File: config.mk
export PLATFORM = sky130hd
export DESIGN_NAME = l1d_top
export DESIGN_NICKNAME = d
export VERILOG_FILES = /design/src/l1d_pkg.sv /design/src/l1d_data_if.sv /design/src/l1d_lookup_if.sv /design/src/l1d_top.sv /design/src/l1d_ctrl.sv /design/src/l1d_data_array.sv /design/src/l1d_tag_array.sv
export VERILOG_INCLUDE_DIRS = /design/src
export SDC_FILE = /design/constraint.sdc
export NUM_CORES = 2
export LEC_CHECK = 0
export BUFFER_PORTS_ARGS = -buffer_cell sky130_fd_sc_hd__buf_2
export CAP_MARGIN = 30
export CORE_MARGIN = 2
export CORE_UTILIZATION = 60
export CTS_CLUSTER_SIZE = 40
export DETAILED_ROUTE_END_ITERATION = 16
export GPL_ROUTABILITY_DRIVEN = 0
export PLACE_DENSITY = 0.79
export SLEW_MARGIN = 10
export SYNTH_ARGS = -nofsm -noshare
export SYNTH_HDL_FRONTEND = slang
export SYNTH_SLANG_ARGS = --single-unit
File: constraint.sdc
create_clock -name clk -period 9.5 [get_ports clk]
set_clock_uncertainty 0.05 [all_clocks]
set_input_delay 0.95 -clock clk [delete_from_list [all_inputs] [get_ports clk]]
set_output_delay 0.95 -clock clk [all_outputs]
set_load 0.05 [all_outputs]
File: src/l1d_cfg.svh
// geometry of the 2-way, 16-set L1 data cache; tag width must equal addr - idx - ofs widths
`ifndef L1D_CFG_SVH
`define L1D_CFG_SVH

// ==================================================
// address and data
// ==================================================
`define L1D_ADDR_W 32
`define L1D_DATA_W 32

// byte offset, ignored on lookup, zero toward L2
`define L1D_OFS_W 2

// ==================================================
// set and way organisation
// ==================================================
`define L1D_IDX_W 4
`define L1D_TAG_W 26

// victim logic relies on exactly two ways
`define L1D_WAYS 2
`define L1D_WAY_W 1

`endif
File: src/l1d_pkg.sv
// MESI, L2 opcode and controller state encodings; no snoop side states are kept here
package l1d_pkg;

    typedef enum logic [1:0] {
        MESI_I = 2'b00,
        MESI_S = 2'b01,
        MESI_E = 2'b10,
        MESI_M = 2'b11
    } mesi_e;

    // opcodes toward level 2
    typedef enum logic [2:0] {
        L2_NONE = 3'd0,
        L2_RD   = 3'd1,
        L2_RDX  = 3'd2,
        L2_WR   = 3'd3,
        L2_INV  = 3'd4
    } l2_cmd_e;

    typedef enum logic [2:0] {
        ST_IDLE = 3'd0,
        ST_WB   = 3'd1,
        ST_FILL = 3'd2,
        ST_INV  = 3'd3,
        ST_RESP = 3'd4
    } ctrl_state_e;

endpackage

File: src/l1d_data_if.sv
// data array port; read is combinational at idx/way, write lands on the next edge
`timescale 1ns/1ps
`include "l1d_cfg.svh"

interface l1d_data_if ();

    logic [`L1D_IDX_W-1:0]  idx;
    logic [`L1D_WAY_W-1:0]  way;
    logic                   wr_en;
    logic [`L1D_DATA_W-1:0] wdata;
    logic [`L1D_DATA_W-1:0] rdata;

    modport ctrl (output idx, way, wr_en, wdata, input rdata);

    modport data (input idx, way, wr_en, wdata, output rdata);

endinterface

File: src/l1d_lookup_if.sv
// lookup and update path between controller and tag array; results are combinational
`timescale 1ns/1ps
`include "l1d_cfg.svh"

interface l1d_lookup_if import l1d_pkg::*; ();

    // request address fields
    logic [`L1D_IDX_W-1:0] lookup_idx;
    logic [`L1D_TAG_W-1:0] lookup_tag;

    // entry update, one way per cycle
    logic                  upd_en;
    logic [`L1D_WAY_W-1:0] upd_way;
    mesi_e                 upd_mesi;
    logic [`L1D_TAG_W-1:0] upd_tag;
    logic                  lru_touch;

    // lookup results
    logic                  hit;
    logic [`L1D_WAY_W-1:0] hit_way;
    mesi_e                 hit_mesi;
    logic [`L1D_WAY_W-1:0] victim_way;
    mesi_e                 victim_mesi;
    logic [`L1D_TAG_W-1:0] victim_tag;

    modport ctrl (
        output lookup_idx, lookup_tag, upd_en, upd_way, upd_mesi, upd_tag, lru_touch,
        input  hit, hit_way, hit_mesi, victim_way, victim_mesi, victim_tag
    );

    modport tags (
        input  lookup_idx, lookup_tag, upd_en, upd_way, upd_mesi, upd_tag, lru_touch,
        output hit, hit_way, hit_mesi, victim_way, victim_mesi, victim_tag
    );

endinterface

File: src/l1d_top.sv
// L1 data cache top with plain ports; L2 must hold its response inputs low when idle
`timescale 1ns/1ps
`include "l1d_cfg.svh"

module l1d_top import l1d_pkg::*; (
    input  logic                   clk,
    input  logic                   rst,

    // CPU side
    input  logic                   cpu_rd,
    input  logic                   cpu_wr,
    input  logic [`L1D_ADDR_W-1:0] cpu_addr,
    input  logic [`L1D_DATA_W-1:0] cpu_wdata,
    output logic [`L1D_DATA_W-1:0] cpu_rdata,
    output logic                   cpu_rdata_valid,
    output logic                   cpu_wr_done,

    // level 2 side
    output l2_cmd_e                l2_cmd,
    output logic [`L1D_ADDR_W-1:0] l2_addr,
    output logic [`L1D_DATA_W-1:0] l2_wdata,
    input  logic [`L1D_DATA_W-1:0] l2_rdata,
    input  logic                   l2_fill_valid,
    input  logic                   l2_fill_shared,
    input  logic                   l2_wr_done,
    input  logic                   all_inv_done
);

    l1d_lookup_if lk_if ();
    l1d_data_if   dt_if ();

    l1d_ctrl i_ctrl (
        .clk             (clk),
        .rst             (rst),
        .cpu_rd          (cpu_rd),
        .cpu_wr          (cpu_wr),
        .cpu_addr        (cpu_addr),
        .cpu_wdata       (cpu_wdata),
        .l2_rdata        (l2_rdata),
        .l2_fill_valid   (l2_fill_valid),
        .l2_fill_shared  (l2_fill_shared),
        .l2_wr_done      (l2_wr_done),
        .all_inv_done    (all_inv_done),
        .cpu_rdata       (cpu_rdata),
        .cpu_rdata_valid (cpu_rdata_valid),
        .cpu_wr_done     (cpu_wr_done),
        .l2_cmd          (l2_cmd),
        .l2_addr         (l2_addr),
        .l2_wdata        (l2_wdata),
        .lk              (lk_if.ctrl),
        .dt              (dt_if.ctrl)
    );

    l1d_tag_array i_tag_array (
        .clk (clk),
        .rst (rst),
        .lk  (lk_if.tags)
    );

    l1d_data_array i_data_array (
        .clk (clk),
        .dt  (dt_if.data)
    );

endmodule

File: src/l1d_ctrl.sv
// blocking controller, one CPU request at a time; the CPU must hold its request until done
`timescale 1ns/1ps
`include "l1d_cfg.svh"

module l1d_ctrl import l1d_pkg::*; (
    input  logic                   clk,
    input  logic                   rst,
    input  logic                   cpu_rd,
    input  logic                   cpu_wr,
    input  logic [`L1D_ADDR_W-1:0] cpu_addr,
    input  logic [`L1D_DATA_W-1:0] cpu_wdata,
    input  logic [`L1D_DATA_W-1:0] l2_rdata,
    input  logic                   l2_fill_valid,
    input  logic                   l2_fill_shared,
    input  logic                   l2_wr_done,
    input  logic                   all_inv_done,
    output logic [`L1D_DATA_W-1:0] cpu_rdata,
    output logic                   cpu_rdata_valid,
    output logic                   cpu_wr_done,
    output l2_cmd_e                l2_cmd,
    output logic [`L1D_ADDR_W-1:0] l2_addr,
    output logic [`L1D_DATA_W-1:0] l2_wdata,
    l1d_lookup_if.ctrl             lk,
    l1d_data_if.ctrl               dt
);

    ctrl_state_e           state;
    logic                  req_wr;
    logic [`L1D_WAY_W-1:0] req_way;
    logic [`L1D_ADDR_W-1:0] line_addr;
    logic [`L1D_ADDR_W-1:0] victim_addr;

    assign lk.lookup_idx = cpu_addr[`L1D_OFS_W +: `L1D_IDX_W];
    assign lk.lookup_tag = cpu_addr[`L1D_ADDR_W-1 -: `L1D_TAG_W];
    assign lk.upd_tag    = lk.lookup_tag;
    assign dt.idx        = lk.lookup_idx;

    assign line_addr   = {lk.lookup_tag, lk.lookup_idx, {`L1D_OFS_W{1'b0}}};
    assign victim_addr = {lk.victim_tag, lk.lookup_idx, {`L1D_OFS_W{1'b0}}};

    // ==================================================
    // array control
    // ==================================================
    always_comb begin
        lk.upd_en    = 1'b0;
        lk.upd_way   = req_way;
        lk.upd_mesi  = MESI_I;
        lk.lru_touch = 1'b0;
        dt.way       = req_way;
        dt.wr_en     = 1'b0;
        dt.wdata     = cpu_wdata;
        case (state)
            ST_IDLE: begin
                dt.way     = lk.hit ? lk.hit_way : lk.victim_way;
                lk.upd_way = lk.hit_way;
                if (cpu_rd && lk.hit) begin
                    lk.lru_touch = 1'b1;
                end else if (cpu_wr && lk.hit && lk.hit_mesi != MESI_S) begin
                    lk.upd_en    = 1'b1;
                    lk.upd_mesi  = MESI_M;
                    lk.lru_touch = 1'b1;
                    dt.wr_en     = 1'b1;
                end
            end
            ST_WB: begin
                // dirty victim is gone once L2 has it
                lk.upd_en = l2_wr_done;
            end
            ST_FILL: begin
                if (l2_fill_valid) begin
                    lk.upd_en    = 1'b1;
                    lk.lru_touch = 1'b1;
                    dt.wr_en     = 1'b1;
                    if (req_wr) begin
                        lk.upd_mesi = MESI_M;
                    end else begin
                        lk.upd_mesi = l2_fill_shared ? MESI_S : MESI_E;
                        dt.wdata    = l2_rdata;
                    end
                end
            end
            ST_INV: begin
                if (all_inv_done) begin
                    lk.upd_en    = 1'b1;
                    lk.upd_mesi  = MESI_M;
                    lk.lru_touch = 1'b1;
                    dt.wr_en     = 1'b1;
                end
            end
            default: ;
        endcase
    end

    // ==================================================
    // request FSM
    // ==================================================
    always_ff @(posedge clk) begin
        if (rst) begin
            state           <= ST_IDLE;
            l2_cmd          <= L2_NONE;
            cpu_rdata_valid <= 1'b0;
            cpu_wr_done     <= 1'b0;
            req_wr          <= 1'b0;
            req_way         <= '0;
        end else begin
            cpu_rdata_valid <= 1'b0;
            cpu_wr_done     <= 1'b0;
            case (state)
                ST_IDLE: begin
                    if (cpu_rd || cpu_wr) begin
                        req_wr  <= cpu_wr;
                        req_way <= lk.hit ? lk.hit_way : lk.victim_way;
                        if (lk.hit && cpu_rd) begin
                            cpu_rdata       <= dt.rdata;
                            cpu_rdata_valid <= 1'b1;
                            state           <= ST_RESP;
                        end else if (lk.hit && lk.hit_mesi == MESI_S) begin
                            // other copies must go before we own it
                            l2_cmd  <= L2_INV;
                            l2_addr <= line_addr;
                            state   <= ST_INV;
                        end else if (lk.hit) begin
                            cpu_wr_done <= 1'b1;
                            state       <= ST_RESP;
                        end else if (lk.victim_mesi == MESI_M) begin
                            l2_cmd   <= L2_WR;
                            l2_addr  <= victim_addr;
                            l2_wdata <= dt.rdata;
                            state    <= ST_WB;
                        end else begin
                            l2_cmd  <= cpu_wr ? L2_RDX : L2_RD;
                            l2_addr <= line_addr;
                            state   <= ST_FILL;
                        end
                    end
                end
                ST_WB: begin
                    if (l2_wr_done) begin
                        l2_cmd  <= req_wr ? L2_RDX : L2_RD;
                        l2_addr <= line_addr;
                        state   <= ST_FILL;
                    end
                end
                ST_FILL: begin
                    if (l2_fill_valid) begin
                        l2_cmd <= L2_NONE;
                        if (req_wr) begin
                            cpu_wr_done <= 1'b1;
                        end else begin
                            cpu_rdata       <= l2_rdata;
                            cpu_rdata_valid <= 1'b1;
                        end
                        state <= ST_RESP;
                    end
                end
                ST_INV: begin
                    if (all_inv_done) begin
                        l2_cmd      <= L2_NONE;
                        cpu_wr_done <= 1'b1;
                        state       <= ST_RESP;
                    end
                end
                // one dead cycle so the CPU can drop its request
                ST_RESP: state <= ST_IDLE;
                default: state <= ST_IDLE;
            endcase
        end
    end

endmodule

File: src/l1d_data_array.sv
// one word per set and way; contents are undefined until a line is filled
`timescale 1ns/1ps
`include "l1d_cfg.svh"

module l1d_data_array (
    input logic       clk,
    l1d_data_if.data  dt
);

    localparam int SETS = 1 << `L1D_IDX_W;

    logic [`L1D_DATA_W-1:0] mem [SETS][`L1D_WAYS];

    // combinational read
    assign dt.rdata = mem[dt.idx][dt.way];

    always_ff @(posedge clk) begin
        if (dt.wr_en) begin
            mem[dt.idx][dt.way] <= dt.wdata;
        end
    end

endmodule

File: src/l1d_tag_array.sv
// tag, MESI and LRU storage for 2 ways only; reset invalidates all lines, tags are left as is
`timescale 1ns/1ps
`include "l1d_cfg.svh"

module l1d_tag_array import l1d_pkg::*; (
    input logic       clk,
    input logic       rst,
    l1d_lookup_if.tags lk
);

    localparam int SETS = 1 << `L1D_IDX_W;

    logic [`L1D_TAG_W-1:0] tag_mem  [SETS][`L1D_WAYS];
    mesi_e                 mesi_mem [SETS][`L1D_WAYS];
    // names the most recently used way
    logic [`L1D_WAY_W-1:0] lru      [SETS];

    logic                  free_found;
    logic [`L1D_WAY_W-1:0] free_way;

    // ==================================================
    // lookup
    // ==================================================
    always_comb begin
        lk.hit      = 1'b0;
        lk.hit_way  = '0;
        lk.hit_mesi = MESI_I;
        for (int w = 0; w < `L1D_WAYS; w++) begin
            if (!lk.hit && mesi_mem[lk.lookup_idx][w] != MESI_I &&
                tag_mem[lk.lookup_idx][w] == lk.lookup_tag) begin
                lk.hit      = 1'b1;
                lk.hit_way  = w[`L1D_WAY_W-1:0];
                lk.hit_mesi = mesi_mem[lk.lookup_idx][w];
            end
        end
    end

    // lowest invalid way wins
    always_comb begin
        free_found = 1'b0;
        free_way   = '0;
        for (int w = 0; w < `L1D_WAYS; w++) begin
            if (!free_found && mesi_mem[lk.lookup_idx][w] == MESI_I) begin
                free_found = 1'b1;
                free_way   = w[`L1D_WAY_W-1:0];
            end
        end
    end

    // otherwise the way the LRU bit does not name
    assign lk.victim_way  = free_found ? free_way : ~lru[lk.lookup_idx];
    assign lk.victim_mesi = mesi_mem[lk.lookup_idx][lk.victim_way];
    assign lk.victim_tag  = tag_mem[lk.lookup_idx][lk.victim_way];

    // ==================================================
    // update
    // ==================================================
    always_ff @(posedge clk) begin
        if (rst) begin
            for (int s = 0; s < SETS; s++) begin
                lru[s] <= '0;
                for (int w = 0; w < `L1D_WAYS; w++) begin
                    mesi_mem[s][w] <= MESI_I;
                end
            end
        end else begin
            if (lk.upd_en) begin
                mesi_mem[lk.lookup_idx][lk.upd_way] <= lk.upd_mesi;
            end
            if (lk.lru_touch) begin
                lru[lk.lookup_idx] <= lk.upd_en ? lk.upd_way : lk.hit_way;
            end
        end
    end

    always_ff @(posedge clk) begin
        if (lk.upd_en) begin
            tag_mem[lk.lookup_idx][lk.upd_way] <= lk.upd_tag;
        end
    end

endmodule

==> results.cfg <==
[clocking]
clk-insertion-delay-late_ns = 0.87
path_clk_slew_ns = 0.07
numClockSinks = 2040
cts_hold_buffers = 0
cts.path.max_buffers = 3
post_cts_buffers = 0
clockRootBuffer = clkbuf_16
cts_buffers = 196
htreeDepth = 4
tritoncts = done
cts_resized = 0

[floorplan]
dieArea_sq_um = 141200
initial_core_util_pct = 60.40
dieHeight_microns = 375.8
io_pins = 205
core-area_sq_um = 137300
die_w_microns = 375.8
fp-row-count = 136

[setup_path]
end_kind = flop
crit_path_start_kind = input pin
critPathArrivalTime_ns = 7.16
crit_required_ns = 9.99
r2r_cells = 11
path_max_fanout = 95
rrSetupSlack_ns = 3.86
path_class = in -> reg
rr_startpoint = i_tag_array.tag_mem[3][34]
r2r-end = i_data_array.mem[10][37]

[power_and_ir_drop]
p_per_area_nw_per_um2 = 209.3
clock_power_share_pct = 40.4
irDropWorstVdd_mv = 0.1899
internal_power_uw = 14960
seq_power_share_pct = 51.7
leakagePower_uw = 0.03009
p_comb_share_pct = 7.8
p_sw_uw = 4544
switching_share_pct = 23.30

[layout]
final_area_sq_um = 93170
fillers = 8036
syn_to_final_growth_pct = 12.33
final_cell_count_no_fill = 6280
final_common_cell = edfxtp_1
nets = 4411
drive_above_1_share_pct = 30.49
final_cell_mix = edfxtp_1, mux4_2, clkbuf_16, buf_2, mux2i_1

[route]
via_count = 44520
antenna_left = 0
drt_wl_total_microns = 225700
wl_per_cell_microns = 35.93
viasPerCell = 7.089
drc = 0
drt_iter0_drc = 7153
firstDrtPassIters = 11

[synth]
ys_seq_area_share_pct = 73.74
yosys_warnings = 0
syn_area_per_cell_sq_um = 20.68
ys_ff_latch = 2040
synthFlopType = edfxtp_1
synth_async_sr_flop_share_pct = 0
synth_enable_flop_cells = 2030
synthCells = 4011
ys_types = 95
syn_area_sq_um = 82940

[timing]
hold_violations = 0
setup_violations = 0
whs_ns = 0.3564
max-slew-margin-rel_pct = 29.13
setup_slack_ns = 2.832
slew_violations = 0
setup_tns_ns = 0
period_share_pct = 70.19
rsz0062_at_grt = false
max_freq_ghz = 0.1500
worstMarginPinSlew_ns = 1.063
min_period_ns = 6.668

[min_path]
holdCritPathClass = in -> reg
hold_end = i_ctrl.cpu_rdata[27]
worstHoldStart = l2_rdata[27]
whs_path_depth = 2

[grt]
busiest_layer = met2
grt_pass1_wl_microns = 320800
grt_max_degree = 105
grt_pass1_vias = 44920
track_usage_pct = 32.21
use_met2_pct = 51.22
globalRouteMet3Util_pct = 9.081
grt_antenna_before_repair = 22
gr-total-overflow = 0
use_met1_pct = 40.94

[job]
maxCapViolCount = 0

[place]
numPortBuffers = 200
place_area_sq_um = 86530
dpl.cell_count = 5899
dp_hpwl_microns = 121700
place_ws_ns = 2.218

[outcome]
status = finished clean
==> critical path, cell delays in order <==
cell      delay, ns
buf_8          0.55
buf_4          0.69
mux4_2         0.44
mux2i_1        0.27
xnor2_1        0.23
o21ai_0        0.64
o211ai_1       0.47
nor3b_2        0.33
nand4_1        0.19
a31oi_4        0.28
buf_4          0.68
a31o_4         0.54
nor2_4         0.22
buf_4          0.35
==> power by group through the flow <==
stage	clock, uW	combinational (uW)	sequential, uW
floorplan	0	905	10300
global placement	0	1430	10300
detailed placement	0	1480	10300
CTS	7930	1500	10100
global route	8270	1590	10100
finish	7890	1530	10100
==> worst max-delay path by stage <==
stage | from | endpoint | cells after the start
floorplan | cpu_addr[3] | i_ctrl.l2_addr[10] | 15
global placement | cpu_addr[2] | i_data_array.mem[11][31] | 14
detailed placement | cpu_addr[2] | i_data_array.mem[10][33] | 13
CTS | cpu_addr[2] | i_data_array.mem[10][37] | 14
global route | cpu_addr[2] | i_data_array.mem[10][37] | 13
finish | cpu_addr[5] | i_data_array.mem[8][41] | 14
==> routing by layer <==
| layer | wire length, microns | vias to the layer above |
|---|---|---|
| met5 | 92 | - |
| met4 | 11760 | 16 |
| met3 | 28370 | 698 |
| met2 | 110100 | 3577 |
| met1 | 75390 | 22840 |
| li1 | - | 17400 |
==> cell usage after synthesis, types with 14 or more instances <==
cell type  instances  area (sq um)
edfxtp_1        2030         60960
mux4_2           487         10970
mux2i_1          177          1772
nand2_1          145         544.3
mux2_2           109          1227
clkbuf_1         105         394.1
nor3_1            94         470.5
nor2_1            80         300.3
xnor2_1           52         455.4
buf_2             48         240.2
a21oi_1           39         195.2
a22oi_1           38         285.3
buf_1             38         142.6
o31ai_1           36         270.3
o21ai_0           33         165.2
buf_4             32         240.2
inv_1             31         116.4
mux2_1            28         315.3
nor4_1            26         162.7
a211oi_1          24         180.2
buf_6             23         259.0
a22o_1            21         183.9
o2111ai_1         17         148.9
nand3_1           15         75.07
o22ai_1           15         93.84
mux4_1            14         367.9
==> cell type report <==
| class | count | area (sq um) | area share [%] |
|---|---|---|---|
| clock inverter | 136 | 1488 | 1.597 |
| inverter | 35 | 137.6 | 0.1477 |
| multi-input combinational | 1678 | 20610 | 22.12 |
| sequential | 2040 | 61160 | 65.64 |
| tap | 1794 | 2245 | 2.409 |
| timing repair buffer | 356 | 2469 | 2.650 |
| antenna | 12 | 30.03 | 0.03223 |
| clock buffer | 229 | 5029 | 5.397 |
==> registers in the layout (all words and copies together), names as in the netlist <==
name and cells:
i_ctrl.l2_wdata 32, i_data_array.mem 1024, i_tag_array.tag_mem 832, i_ctrl.state 3, i_tag_array.mesi_mem 64, i_ctrl.l2_cmd 3, i_ctrl.cpu_wr_done 1, i_tag_array.lru 16
i_ctrl.cpu_rdata_valid 1, i_ctrl.req_way 1, i_ctrl.cpu_rdata 32, i_ctrl.req_wr 1, i_ctrl.l2_addr 30
==> stage by stage <==
step	power, uW	util (%)
2_1_floorplan	11240	-
3_3_place_gp	11700	62.87
3_5_place_dp	11750	63.01
4_1_cts	19510	67.76
5_1_grt	19950	67.84
6_report	19500	67.85
==> logic make-up after synthesis <==
kind of cell              after synthesis  synth area share [%]
DFF                                  2040                 73.74
muxes                                 825                 17.84
and+or+nand+nor                       464                 2.865
AOI/OAI and AO/OA                     324                 2.930
buffers and inverters                 294                 1.955
xor gates and xnor gates               63                0.6653
other                                   1              0.004521
Note: power is estimated with default switching activity, not from simulation.
